--- src/include/converter_params.svh ---
`ifndef CONVERTER_PARAMS_SVH
`define CONVERTER_PARAMS_SVH

// ======================================
// converter front end sizes
// ======================================

// adc and dac sample width in bits
`define CONV_SAMPLE_W     14

// samples per test waveform period
`define CONV_TABLE_LEN    200

// samples per quarter period, quarter rom holds one more
`define CONV_QUARTER_LEN  50

// flops in the panel switch synchroniser
`define CONV_SYNC_STAGES  2

`endif
--- src/verilog/converter_pkg.sv ---
`default_nettype none

`include "converter_params.svh"

package converter_pkg;

   // offset binary sample, midscale is 1fff
   typedef logic [`CONV_SAMPLE_W-1:0] sample_t;

   // generator phase, 0 to 199
   typedef logic [7:0] phase_t;

   // quarter-wave rom address, 0 to 50
   typedef logic [5:0] quarter_idx_t;

endpackage

`default_nettype wire

--- src/verilog/converter_ctrl_top.sv ---
`timescale 1ns/100ps
`default_nettype none

module converter_ctrl_top
   import converter_pkg::*;
(
   // clock and reset
   input  wire        ADA_DCO,
   input  wire        i_rst,
   // adc data and out-of-range flags
   input  wire        sample_t i_ada_data,
   input  wire        sample_t i_adb_data,
   input  wire        i_ada_or,
   input  wire        i_adb_or,
   // board switches
   input  wire  [3:0] i_sw,
   // dac outputs and bridge test pin
   output sample_t    o_dac_a,
   output sample_t    o_dac_b,
   output sample_t    o_test_cos,
   output logic       o_pol_a,
   // board leds
   output logic [7:0] o_led,
   // adc configuration and control pins
   output logic       o_ad_dfs,
   output logic       o_ad_dcs,
   output logic       o_ada_oe,
   output logic       o_adb_oe,
   output logic       o_ada_cs,
   output logic       o_adb_cs
);

   sample_t ch_a;
   logic    or_a;
   logic    or_b;
   logic    enable;

   // ======================================
   // adc control pins
   // ======================================

   // outputs always on, spi chip selects held off
   assign o_ada_oe = 1'b0;
   assign o_adb_oe = 1'b0;
   assign o_ada_cs = 1'b1;
   assign o_adb_cs = 1'b1;

   // ======================================
   // blocks
   // ======================================

   adc_capture u_adc_capture (
      .ADA_DCO    (ADA_DCO),
      .i_rst      (i_rst),
      .i_ada_data (i_ada_data),
      .i_adb_data (i_adb_data),
      .i_ada_or   (i_ada_or),
      .i_adb_or   (i_adb_or),
      .o_ch_a     (ch_a),
      .o_ch_b     (),
      .o_or_a     (or_a),
      .o_or_b     (or_b),
      .o_pol_a    (o_pol_a)
   );

   panel_ctrl u_panel_ctrl (
      .ADA_DCO  (ADA_DCO),
      .i_rst    (i_rst),
      .i_sw     (i_sw),
      .i_or_a   (or_a),
      .i_or_b   (or_b),
      .o_enable (enable),
      .o_dfs    (o_ad_dfs),
      .o_dcs    (o_ad_dcs),
      .o_led    (o_led)
   );

   // sine to dac b, cosine to the bridge test pin
   wave_gen u_wave_gen (
      .ADA_DCO  (ADA_DCO),
      .i_rst    (i_rst),
      .i_enable (enable),
      .o_sine   (o_dac_b),
      .o_cosine (o_test_cos)
   );

   // live channel a copy to dac a
   assign o_dac_a = ch_a;

endmodule

`default_nettype wire

--- src/verilog/wave_gen.sv ---
`timescale 1ns/100ps
`default_nettype none

`include "converter_params.svh"

module wave_gen
   import converter_pkg::*;
(
   input  wire     ADA_DCO,
   input  wire     i_rst,
   input  wire     i_enable,
   output sample_t o_sine,
   output sample_t o_cosine
);

   localparam phase_t  QTR       = phase_t'(`CONV_QUARTER_LEN);
   localparam phase_t  HALF      = phase_t'(2 * `CONV_QUARTER_LEN);
   localparam phase_t  TQTR      = phase_t'(3 * `CONV_QUARTER_LEN);
   localparam phase_t  FULL      = phase_t'(`CONV_TABLE_LEN);
   localparam phase_t  LAST      = phase_t'(`CONV_TABLE_LEN - 1);
   localparam sample_t MID       = sample_t'((1 << (`CONV_SAMPLE_W - 1)) - 1);
   localparam sample_t TWICE_MID = sample_t'((1 << `CONV_SAMPLE_W) - 2);
   localparam sample_t PEAK      = '1;

   phase_t       phase;
   phase_t       cos_phase;
   quarter_idx_t sin_addr;
   quarter_idx_t cos_addr;
   sample_t      sin_q;
   sample_t      cos_q;

   // fold a full period phase onto the quarter rom address
   function automatic quarter_idx_t quad_addr(input phase_t p);
      phase_t a;
      if (p <= QTR) a = p;
      else if (p <= HALF) a = HALF - p;
      else if (p <= TQTR) a = p - HALF;
      else a = FULL - p;
      return quarter_idx_t'(a);
   endfunction

   // ======================================
   // phase counter
   // ======================================

   // parked at phase 0 while disabled
   always_ff @(posedge ADA_DCO) begin
      if (i_rst || !i_enable) begin
         phase <= '0;
      end else if (phase == LAST) begin
         phase <= '0;
      end else begin
         phase <= phase + 8'd1;
      end
   end

   // cosine leads by a quarter period
   assign cos_phase = (phase >= TQTR) ? (phase - TQTR) : (phase + QTR);

   assign sin_addr = quad_addr(phase);
   assign cos_addr = quad_addr(cos_phase);

   sine_quadrant_rom u_rom_sin (
      .i_addr (sin_addr),
      .o_amp  (sin_q)
   );

   sine_quadrant_rom u_rom_cos (
      .i_addr (cos_addr),
      .o_amp  (cos_q)
   );

   // ======================================
   // output registers
   // ======================================

   // second half mirrored about midscale
   always_ff @(posedge ADA_DCO) begin
      if (i_rst) begin
         o_sine   <= MID;
         o_cosine <= PEAK;
      end else begin
         o_sine   <= (phase > HALF) ? (TWICE_MID - sin_q) : sin_q;
         o_cosine <= (cos_phase > HALF) ? (TWICE_MID - cos_q) : cos_q;
      end
   end

endmodule

`default_nettype wire

--- src/verilog/panel_ctrl.sv ---
`timescale 1ns/100ps
`default_nettype none

`include "converter_params.svh"

module panel_ctrl
   import converter_pkg::*;
(
   input  wire        ADA_DCO,
   input  wire        i_rst,
   input  wire  [3:0] i_sw,
   input  wire        i_or_a,
   input  wire        i_or_b,
   output logic       o_enable,
   output logic       o_dfs,
   output logic       o_dcs,
   output logic [7:0] o_led
);

   logic [`CONV_SYNC_STAGES-1:0][3:0] sw_sync;
   logic [3:0]                        sw_q;

   // ======================================
   // switch synchroniser
   // ======================================

   // all ones at reset keeps the converter off
   always_ff @(posedge ADA_DCO) begin
      if (i_rst) begin
         sw_sync <= '1;
      end else begin
         sw_sync[0] <= i_sw;
         for (int i = 1; i < `CONV_SYNC_STAGES; i++) begin
            sw_sync[i] <= sw_sync[i-1];
         end
      end
   end

   assign sw_q = sw_sync[`CONV_SYNC_STAGES-1];

   // switch 0 is active low
   assign o_enable = ~sw_q[0];
   // data format and duty cycle stabiliser selects
   assign o_dfs = sw_q[2];
   assign o_dcs = sw_q[3];

   // status leds, low means lit
   assign o_led[0]   = ~o_enable;
   assign o_led[2:1] = 2'b11;
   assign o_led[3]   = ~(o_enable & i_or_a);
   assign o_led[4]   = ~(o_enable & i_or_b);
   assign o_led[7:5] = 3'b111;

endmodule

`default_nettype wire

--- src/verilog/adc_capture.sv ---
`timescale 1ns/100ps
`default_nettype none

module adc_capture
   import converter_pkg::*;
(
   input  wire     ADA_DCO,
   input  wire     i_rst,
   input  wire     sample_t i_ada_data,
   input  wire     sample_t i_adb_data,
   input  wire     i_ada_or,
   input  wire     i_adb_or,
   output sample_t o_ch_a,
   output sample_t o_ch_b,
   output logic    o_or_a,
   output logic    o_or_b,
   output logic    o_pol_a
);

   // ======================================
   // input registers
   // ======================================

   // both channels sampled on the channel a data clock
   always_ff @(posedge ADA_DCO) begin
      if (i_rst) begin
         o_ch_a <= '0;
         o_ch_b <= '0;
         o_or_a <= 1'b0;
         o_or_b <= 1'b0;
         // zero sample sits below midscale
         o_pol_a <= 1'b1;
      end else begin
         o_ch_a <= i_ada_data;
         o_ch_b <= i_adb_data;
         o_or_a <= i_ada_or;
         o_or_b <= i_adb_or;
         // zero crossing of channel a, top bit clear means lower half
         o_pol_a <= ~i_ada_data[$bits(sample_t)-1];
      end
   end

endmodule

`default_nettype wire

--- src/verilog/sine_quadrant_rom.sv ---
`timescale 1ns/100ps
`default_nettype none

module sine_quadrant_rom
   import converter_pkg::*;
(
   input  wire     quarter_idx_t i_addr,
   output sample_t o_amp
);

   // ======================================
   // first quarter of the test sine
   // ======================================

   // rises from midscale at 0 to full scale at 50
   always_comb begin
      case (i_addr)
         6'd0:    o_amp = 14'h1FFF;
         6'd1:    o_amp = 14'h2100;
         6'd2:    o_amp = 14'h2201;
         6'd3:    o_amp = 14'h2302;
         6'd4:    o_amp = 14'h2402;
         6'd5:    o_amp = 14'h2500;
         6'd6:    o_amp = 14'h25FE;
         6'd7:    o_amp = 14'h26FA;
         6'd8:    o_amp = 14'h27F4;
         6'd9:    o_amp = 14'h28EC;
         6'd10:   o_amp = 14'h29E2;
         6'd11:   o_amp = 14'h2AD6;
         6'd12:   o_amp = 14'h2BC6;
         6'd13:   o_amp = 14'h2CB4;
         6'd14:   o_amp = 14'h2D9F;
         6'd15:   o_amp = 14'h2E86;
         6'd16:   o_amp = 14'h2F69;
         6'd17:   o_amp = 14'h3049;
         6'd18:   o_amp = 14'h3124;
         6'd19:   o_amp = 14'h31FB;
         6'd20:   o_amp = 14'h32CE;
         6'd21:   o_amp = 14'h339C;
         6'd22:   o_amp = 14'h3464;
         6'd23:   o_amp = 14'h3528;
         6'd24:   o_amp = 14'h35E6;
         // 45 degrees
         6'd25:   o_amp = 14'h369F;
         6'd26:   o_amp = 14'h3752;
         6'd27:   o_amp = 14'h3800;
         6'd28:   o_amp = 14'h38A7;
         6'd29:   o_amp = 14'h3948;
         6'd30:   o_amp = 14'h39E2;
         6'd31:   o_amp = 14'h3A76;
         6'd32:   o_amp = 14'h3B03;
         6'd33:   o_amp = 14'h3B8A;
         6'd34:   o_amp = 14'h3C09;
         6'd35:   o_amp = 14'h3C82;
         6'd36:   o_amp = 14'h3CF3;
         6'd37:   o_amp = 14'h3D5D;
         6'd38:   o_amp = 14'h3DBF;
         6'd39:   o_amp = 14'h3E1A;
         6'd40:   o_amp = 14'h3E6E;
         6'd41:   o_amp = 14'h3EB9;
         6'd42:   o_amp = 14'h3EFD;
         6'd43:   o_amp = 14'h3F39;
         6'd44:   o_amp = 14'h3F6D;
         6'd45:   o_amp = 14'h3F9A;
         6'd46:   o_amp = 14'h3FBE;
         6'd47:   o_amp = 14'h3FDA;
         6'd48:   o_amp = 14'h3FEE;
         6'd49:   o_amp = 14'h3FFA;
         6'd50:   o_amp = 14'h3FFF;
         // out of range addresses clamp to the peak
         default: o_amp = 14'h3FFF;
      endcase
   end

endmodule

`default_nettype wire

--- config.mk ---
export PLATFORM = sky130hd
export DESIGN_NAME = converter_ctrl_top
export DESIGN_NICKNAME = d
export VERILOG_FILES = /design/src/verilog/converter_pkg.sv /design/src/verilog/converter_ctrl_top.sv /design/src/verilog/wave_gen.sv /design/src/verilog/panel_ctrl.sv /design/src/verilog/adc_capture.sv /design/src/verilog/sine_quadrant_rom.sv
export VERILOG_INCLUDE_DIRS = /design/src /design/src/include
export SDC_FILE = /design/constraint.sdc
export NUM_CORES = 1
export LEC_CHECK = 0
export BUFFER_PORTS_ARGS = -buffer_cell sky130_fd_sc_hd__buf_2
export CORE_MARGIN = 3
export CORE_UTILIZATION = 40
export CTS_BUF_LIST = sky130_fd_sc_hd__clkbuf_4 sky130_fd_sc_hd__clkbuf_8
export CTS_CLUSTER_SIZE = 16
export DETAILED_ROUTE_END_ITERATION = 10
export GPL_TIMING_DRIVEN = 0
export SETUP_SLACK_MARGIN = 0.2
export SYNTH_ARGS = -nofsm -noshare
export SYNTH_HDL_FRONTEND = slang
export SYNTH_SLANG_ARGS = --single-unit
--- constraint.sdc ---
create_clock -name ADA_DCO -period 7.85 [get_ports ADA_DCO]
set_clock_uncertainty 0.2 [all_clocks]
set_input_delay 1.1775 -clock ADA_DCO [delete_from_list [all_inputs] [get_ports ADA_DCO]]
set_output_delay 1.1775 -clock ADA_DCO [all_outputs]
set_load 0.01 [all_outputs]
; Word level (Yosys, flattened, before mapping)
; Memories as Yosys holds them, arrays and structs flattened.
; Cells that the tools add are included.
[classes]
addsub = 11
n_lt_le_gt_ge = 9
n_eq_ne = 1
mux = 9
bitwise = 6
n_reduce_logical = 2
[ops]
columns = cell, n
row1 = $mux W6, 6
row2 = $mux W14, 2
row3 = $sub A14 B14 Y14 const A, 2
row4 = $gt A8 B7 Y1 const B, 2
row5 = $le A8 B6 Y1 const B, 2
row6 = $le A8 B7 Y1 const B, 2
row7 = $le A8 B8 Y1 const B, 2
row8 = $sub A4 B6 Y6 const A, 2
row9 = $sub A6 B6 Y6 const A, 2
row10 = $sub A6 B6 Y6 const B, 2
row11 = $add A8 B1 Y8 const B, 1
row12 = $add A8 B6 Y8 const B, 1
row13 = $eq A8 B8 Y1 const B, 1
row14 = $ge A8 B8 Y1 const B, 1
row15 = $mux W8, 1
row16 = $sub A8 B8 Y8 const B, 1
row17 = $not A1 Y1, 4
row18 = $and A1 B1 Y1, 2
row19 = $reduce_or A2 Y1, 1
row20 = $logic_or A1 B1 Y1, 1
[word_totals]
reg_bits = 61
mem_bits_ro = 1792
inputBits = 36
output_inout_bits = 57
word_cells = 49
mem_count = 2
[mem_list]
columns = name, depth, width, read_ports, rd_ports_with_merged_regs, wr, line_no
row1 = (no name shown), 64, 14, 1, 0, 0, sine_quadrant_rom.sv:17  ; case (i_addr)
row2 = (no name shown), 64, 14, 1, 0, 0, sine_quadrant_rom.sv:17

; Depth between registers and ports, before layout
; Gate-level depths: netlist of run 1.
; An unclocked memory read counts as a cell.
[depth]
word_depth = 9
ltp_mapped = 24
depth_no_buf = 22

; Modules after synthesis
; A second synthesis of run 1 with hierarchy kept.
[unflattened]
hier_cells = 777
area_unflattened_um2 = 5992.0
[modules_own_cells]
columns = mod, n_inst, cells_each, area_each_um2, seq_area_each_um2
row1 = wave_gen, 1, 356, 2775.2, 720.7
row2 = sine_quadrant_rom (u_wave_gen.u_rom_cos), 1, 160, 1074.8, 0.0
row3 = sine_quadrant_rom (u_wave_gen.u_rom_sin), 1, 168, 1049.8, 0.0
row4 = adc_capture, 1, 65, 832.0, 620.6
row5 = panel_ctrl, 1, 22, 222.7, 120.1
row6 = converter_ctrl_top, 1, 6, 37.5, 0.0

; Worst setup path before layout of run 1
; Ideal clock, no wire load.
[synth_path]
kind = register to register
start = register u_wave_gen.phase[3]
end = register u_wave_gen.o_cosine[6]
t_arrival_ns = 5.440
slack_ns = 2.083
path_stages_with_launch = 25
period_less_slack_ns = 5.767
cell_sequence = dfxtp_1 > inv_1 > ha_1 > a21oi_1 > a31o_4 > xnor2_2 > ha_1 > inv_1 > a211oi_1 > o22ai_2 > a32oi_1 > a311oi_4 > inv_2 > ha_1 > clkbuf_1 > inv_1 > nor4_1 > a21oi_1 > nor4bb_1 > or4_1 > buf_2 > nor4_4 > nand2_1 > and3_1 > or3_1
[synth_between]
elab_chain_cells = 9
word_cells_on_any_way = 17
[synth_lines]
columns = item, line_no
row1 = start: declaration, wave_gen.sv:25  ; phase_t phase;
row2 = start signal: assignment, wave_gen.sv:53  ; phase <= phase + 8'd1;
row3 = $add A8 B6 Y8 (tied with other cells), wave_gen.sv:58  ; assign cos_phase = (phase >= TQTR) ? (phase - TQTR) : (phase + QTR);
row4 = $mux W8 (*), wave_gen.sv:58
row5 = $le A8 B8 Y1 (tied with other cells), wave_gen.sv:37  ; else if (p <= TQTR) a = p - HALF;
row6 = $mux W6, wave_gen.sv:37
row7 = $mux W6, wave_gen.sv:36  ; else if (p <= HALF) a = HALF - p;
row8 = $mux W6, wave_gen.sv:35  ; if (p <= QTR) a = p;
row9 = $mem_v2 Z64 W14, -
row10 = $sub A14 B14 Y14, wave_gen.sv:84  ; o_cosine <= (cos_phase > HALF) ? (TWICE_MID - cos_q) : cos_q;
row11 = $mux W14 (*), wave_gen.sv:84
row12 = end signal: assignment, wave_gen.sv:84
row13 = end: declaration, wave_gen.sv:13  ; output sample_t o_cosine
; Every way passes the cells marked *; elsewhere a longest branch is shown, timed or not.
; A chain may end at the register's enable or synchronous reset.

; Worst setup path after layout of run 1
; Ends and elaborated chain as after synthesis.

==> results of run 1 <==
-- routing by layer --
| layer | up-vias | wire (um) | GRT usage [%] |
|---|---|---|---|
| met4 | 0 | 546 | 8.30 |
| li1 | 3013 | - | - |
| met3 | 52 | 1850 | 4.38 |
| met1 | 2794 | 8200 | 30.8 |
| met5 | - | 0 | 0 |
| met2 | 383 | 7510 | 31.9 |
-- state kept, by name, indices dropped and copies added, names as in the netlist --
| register | count |
|---|---|
| u_wave_gen.o_sine | 14 |
| u_adc_capture.o_or_a | 1 |
| u_adc_capture.o_ch_a | 14 |
| u_wave_gen.phase | 8 |
| u_wave_gen.o_cosine | 14 |
| u_adc_capture.o_or_b | 1 |
| u_adc_capture.o_pol_a | 1 |
| u_panel_ctrl.sw_q | 3 |
| u_panel_ctrl.sw_sync | 3 |
-- where the power goes --
| part | switching, W | total [W] | internal (W) |
|---|---|---|---|
| clock network | 0.000142 | 0.000290 | 0.000148 |
| logic | 0.0000346 | 0.0000617 | 0.0000270 |
| registers | 0.00000225 | 0.000309 | 0.000307 |
| total | 0.000179 | 0.000660 | 0.000482 |
-- stage by stage --
step / hold WS [ps] / utilization, %
6_report: 212 / 47.3
5_1_grt: 233 / 47.3
4_1_cts: 213 / 47.3
3_5_place_dp: 197 / 45.9
3_3_place_gp: 191 / 45.9
2_1_floorplan: 189 / -
-- synth_stat cells (4+ instances only) --
master / count / area (sq um)
nor2_1: 63 / 236
nand2_1: 60 / 225
dfxtp_1: 59 / 1180
a21oi_1: 46 / 230
o21ai_0: 45 / 225
ha_1: 38 / 475
clkbuf_1: 35 / 131
nand3_1: 26 / 130
xnor2_1: 24 / 210
nand2b_1: 23 / 144
inv_1: 21 / 78.8
nor2b_1: 20 / 125
nor3_1: 18 / 90.1
a211oi_1: 16 / 120
o211ai_1: 16 / 120
buf_4: 15 / 113
mux2i_1: 15 / 150
buf_2: 12 / 60.1
a31oi_1: 11 / 68.8
xor2_1: 11 / 96.3
a21o_1: 10 / 75.1
a221oi_1: 10 / 87.6
and2_1: 10 / 62.6
a211o_1: 9 / 78.8
nand4_1: 9 / 56.3
o211a_1: 8 / 80.1
o31ai_1: 8 / 60.1
or2_2: 8 / 50.1
o21a_1: 6 / 45.0
o221ai_1: 6 / 52.6
a311oi_1: 5 / 43.8
buf_1: 5 / 18.8
inv_2: 5 / 18.8
nor4_1: 5 / 31.3
or3_1: 5 / 31.3
a41oi_1: 4 / 35.0
and3_1: 4 / 25.0
o2111ai_1: 4 / 35.0
o21ai_1: 4 / 20.0
-- cell type report --
class	instances	area, sq um
Buffer	68	337
Clock buffer	9	124
Clock inverter	7	76.3
Fill cell	1470	7480
Inverter	27	101
Multi-Input combinational cell	630	4340
Sequential cell	59	1180
Tap cell	180	225
Timing Repair Buffer	67	335
-- critical path: cells and delay by family, from the launching register on --
| family | cells | cell delay [ps] |
|---|---|---|
| buf+inv | 6 | 1160 |
| flops | 1 | 520 |
| compound gates | 7 | 1850 |
| xor+xnor | 1 | 200 |
| simple gates | 7 | 2210 |
| fa+ha+maj | 3 | 740 |
-- worst paths after layout --
check,from,to,cells after the start
worst max-delay path,u_wave_gen.phase[3]$_SDFF_PP0_,u_wave_gen.o_cosine[6]$_SDFF_PP1_,24
worst min-delay path,u_panel_ctrl.sw_sync[0]$_SDFF_PP1_,u_panel_ctrl.sw_q[0]$_SDFF_PP1_,1
worst max register to register,u_wave_gen.phase[3]$_SDFF_PP0_,u_wave_gen.o_cosine[6]$_SDFF_PP1_,24
worst min register to register,u_panel_ctrl.sw_sync[0]$_SDFF_PP1_,u_panel_ctrl.sw_q[0]$_SDFF_PP1_,1
-- timing repair --
action / 4_1_cts / 5_1_grt
setup endpoints to repair: 0 / 8
hold endpoints to repair: 0 / 0
resized for setup: 0 / 6
setup buffers: 0 / 0
-- logic make-up (layout without fill, tap and decap cells) --
kind of cell	after synthesis	after routing	share of synthesized area [%]
simple gates	268	268	22.9
compound gates	259	259	32.1
buf+inv	95	178	7.35
flops	59	59	19.9
fa+ha+maj	38	38	8.02
xor+xnor	37	37	5.72
mux	19	19	3.86
other cells	2	9	0.127
==> metrics.txt, run 1 <==
overall power=0.000660 W; min Tclk post-route=7010 ps; Peak supply drop=0.0822 mV; unrepaired setup endpoints after global routing=no; most frequent cells in the layout=79 x buf_2, 63 x nor2_1, 60 x nand2_1; Critical Path Source Type=register; Final WS setup=836 ps; clk_lat worst skew=350 ps; hold_buf cts=0; # placed instances=1031; status=finished clean; n_diodes=0; final WL=18.1 mm; post-route ant nets=0; worst endpoint data arrival time=7040 ps; DRT iter0 DRCs=725; CP endpoint kind=register; Die Y=128 um; Final Setup Violations=0; Final #Nets=936; fin cells=1047; final hold violation count=0; Critical Path, Cell by Cell=inv_1 -> ha_1 -> a21oi_1 -> a31o_4 -> xnor2_2 -> ha_1 -> inv_1 -> a211oi_1 -> o22ai_2 -> a32oi_1 -> a311oi_4 -> inv_2 -> ha_1 -> clkbuf_2 -> inv_1 -> nor4_1 -> a21oi_1 -> nor4bb_1 -> or4_1 -> buf_2 -> nor4_4 -> nand2_1 -> and3_1 -> or3_1; via count=6242; CTS tree=done; slew of the pin with the lowest slew margin=929 ps; CP max FO=13; commonest non-fill, non-tap cell in the layout=buf_2; # Max-Cap Violations=0; Core ar.=14200 sq um; Primary FF master, synth=dfxtp_1; share of cells above drive strength 1=17.8%; Avg Cell Area, Syn=7.63 sq um; final worst-path cycle share=89.3%; number of synthesized register bits=59; Port Buffer Count=67; synthesized area=5930 sq um; first-pass GRT wire length=29.2 mm; final instance area=6720 sq um; Starting Density=41.7%; Max clock buf depth=2; sequential area share after synthesis=19.9%; Total GRT Usage=21.6%; H-tree depth=3; Slowest Stage Delay on Critical Path=560 ps; highest clock rate=0.143 GHz; Leak Pwr=2.66 nW; R2R Setup Slk=840 ps; routed len/inst=17.3 um; dpl ws=366 ps; Setup TNS=0 ps; HPWL after DPL=13.3 mm; initial antenna violation count=0; Syn Inst Count=777; RePlAce Congestion=0.973; DR DRC count=0; area grow syn2layout=13.4%; Ys Warns=0; TritonCTS Buffers=9; critical path class=reg -> reg; Worst Hold Class=reg -> reg; GRT overflow=0; EDFF count, synth=0; clock root buffer=clkbuf_8; clk slew on worst S/H paths=80 ps; Row Count=43; ys async rst share=0%; I/O pins=93; Req. time, crit path=7870 ps; Power Density=98.2 nW/um^2; Slew Limit Fails=0; Worst path slowest cell=or4_1; vias in the first global route=5677; TritonCTS Sinks=59; Slew headroom=37.2%; DP Area=6520 sq um; count of different cell masters after synthesis=91; Die X=128 um; drt first pass iters=6; die area=16300 sq um; pin count of the biggest net entering global routing=23; vias per cell=5.96
Note: power is estimated with default switching activity, not from simulation.
==> run 2, diff against run 1 <==
Settings changed: CORE_UTILIZATION 40 to 60, PLACE_DENSITY from default to 0.84.
==> metrics.txt, run 2 (synthesized netlist as in run 1, its figures left out) <==
hold_buf cts=0 (unchanged); Slew Limit Fails=0 (unchanged); TritonCTS Buffers=9 (unchanged); Clock Power Share=47.8% (+3.9 points); Final WS setup=765 ps (-71.6 ps); Port Buffer Count=67 (unchanged); DRT iter0 DRCs=664 (-8.4%); commonest non-fill, non-tap cell in the layout=buf_2; Worst Hold Class=reg -> reg; Register Area=1180 sq um (unchanged); routed len/inst=19.1 um (+11%); Post-Route Utilization=71.2% (+24 points); via count=6557 (+5.0%); Die Y=105 um (-17%); most frequent cells in the layout=79 x buf_2, 63 x nor2_1, 60 x nand2_1; Final #Nets=936 (unchanged); CP endpoint kind=register; Max clock buf depth=2 (unchanged); WL met2=8.69 mm (+16%); wire length on met3=2.18 mm (+17%); RePlAce Congestion=1.06 (+8.6%); dpl ws=266 ps (-99.8 ps); Slew headroom=29.0% (-8.2 points); Comb pwr share=8.8% (-0.5 points); Top Metal Used=met4; vias in the first global route=6163 (+8.6%); first-pass GRT wire length=30.9 mm (+5.7%); Core ar.=9420 sq um (-34%); initial antenna violation count=0 (unchanged); DR DRC count=0 (unchanged); clk_lat worst skew=330 ps (-20 ps); Starting Density=63.0% (+21 points); Row Count=35 (-19%); min Tclk post-route=7090 ps (+71.6 ps); Critical Path Source Type=register; highest clock rate=0.141 GHz (-1.0%); Sw Share=23.4% (-3.7 points); overall power=0.000713 W (+8.0%); critical path class=reg -> reg; Final Setup Violations=0 (unchanged); unrepaired setup endpoints after global routing=no; clock root buffer=clkbuf_8; pin count of the biggest net entering global routing=23 (unchanged); vias per cell=6.58 (+10%); CP max FO=13 (unchanged); Leak Pwr=2.68 nW (+0.78%); clk slew on worst S/H paths=70 ps (about the same); H-tree depth=3 (unchanged); Setup TNS=0 ps (unchanged); Power Density=106 nW/um^2 (+8.3%); net switching power=0.000167 W (-6.7%); final WL=19.1 mm (+5.3%); GRT overflow=0 (unchanged); share of cells above drive strength 1=17.6% (-0.12 points); HPWL after DPL=13.7 mm (+3.3%); die area=11100 sq um (-32%); CTS tree=done; fillcell total=732 (-50%); final hold violation count=0 (unchanged); area grow syn2layout=13.1%; # Max-Cap Violations=0 (unchanged); Seq pwr share=43.4% (-3.4 points); post-route ant nets=0 (unchanged); n_diodes=0 (unchanged); Req. time, crit path=7870 ps (about the same); Total GRT Usage=33.5% (+12 points); I/O pins=93 (unchanged); worst endpoint data arrival time=7100 ps (+60 ps); drt first pass iters=7 (+1); status=finished clean; metal1 wirelength=7.77 mm (-5.3%); slew of the pin with the lowest slew margin=1050 ps (+122 ps); multi-input logic area=4340 sq um (unchanged); Peak supply drop=0.0855 mV (+4.0%); final worst-path cycle share=90.3% (+0.91 points); Die X=105 um (-17%); largest registers=u_adc_capture.o_ch_a x14, u_wave_gen.o_cosine x14, u_wave_gen.o_sine x14; Int Pwr=0.000547 W (+13%); TritonCTS Sinks=59 (unchanged)
## run 2: cell types whose count changed in the layout (fill, tap and decap cells not counted)
cell / before / now
clkinv_2: 1 / 0
bufinv_16: 1 / 3
clkinvlp_4: 2 / 1
clkbuf_2: 2 / 1
clkbuf_1: 33 / 34
## run 2: metrics by stage
stage | area, sq um | hold WS, ps | instances
2_1_floorplan | 5950 | 189 | 784
3_3_place_gp | 6450 | 192 | 980
3_5_place_dp | 6450 | 202 | 980
4_1_cts | 6700 | 214 | 996
5_1_grt | 6710 | 223 | 996
6_report | 6710 | 210 | 996
## run 2: final timing paths
| path | startpoint | to | slack [ps] | cells past startpoint |
|---|---|---|---|---|
| worst max-delay path | u_wave_gen.phase[3]$_SDFF_PP0_ | u_wave_gen.o_cosine[6]$_SDFF_PP1_ | 760 | 24 |
| worst max register to register | u_wave_gen.phase[3]$_SDFF_PP0_ | u_wave_gen.o_cosine[6]$_SDFF_PP1_ | 760 | 24 |
| worst min-delay path | u_panel_ctrl.sw_sync[2]$_SDFF_PP1_ | u_panel_ctrl.sw_q[2]$_SDFF_PP1_ | 210 | 1 |
| worst min register to register | u_panel_ctrl.sw_sync[2]$_SDFF_PP1_ | u_panel_ctrl.sw_q[2]$_SDFF_PP1_ | 210 | 1 |
## run 2: cell type report
type | count | share of cell area (%)
clock buffer | 9 | 1.85
sequential | 59 | 17.6
tap | 129 | 2.41
buffer | 68 | 5.00
inverter | 27 | 1.51
multi-input combinational | 630 | 64.8
timing repair buffer | 67 | 5.00
clock inverter | 7 | 1.85
## run 2: layer usage
| metal | vias to the layer above | track usage [%] |
|---|---|---|
| li1 | 3016 | - |
| met1 | 3018 | 45.1 |
| met2 | 456 | 54.3 |
| met3 | 67 | 6.92 |
| met4 | 0 | 9.28 |
| met5 | - | 0 |
## run 2: worst max-delay path, cell delays in order, from the launching register on
cell and delay [ps]:
dfxtp_1 500, inv_1 230, ha_1 310, a21oi_1 290, a31o_4 250, xnor2_2 200, ha_1 250, inv_1 40
a211oi_1 320, o22ai_2 180, a32oi_1 380, a311oi_4 280, inv_2 240, ha_1 170, clkbuf_1 420, inv_1 240
nor4_1 320, a21oi_1 60, nor4bb_1 140, or4_1 540, buf_2 190, nor4_4 520, nand2_1 130, and3_1 200
or3_1 330
## run 2: repair_timing
item                       CTS  global route
buffers inserted             0             0
gates resized for setup      0             4
setup endpoints to repair    0             9
## run 2: power groups by stage
stage                     registers [W]  clock network [W]  logic [W]
after floorplan                0.000319                  0  0.0000380
after detailed placement       0.000316                  0  0.0000611
after CTS                      0.000309           0.000342  0.0000619
after global routing           0.000310           0.000357  0.0000688
after global placement         0.000316                  0  0.0000597
final                          0.000309           0.000341  0.0000631
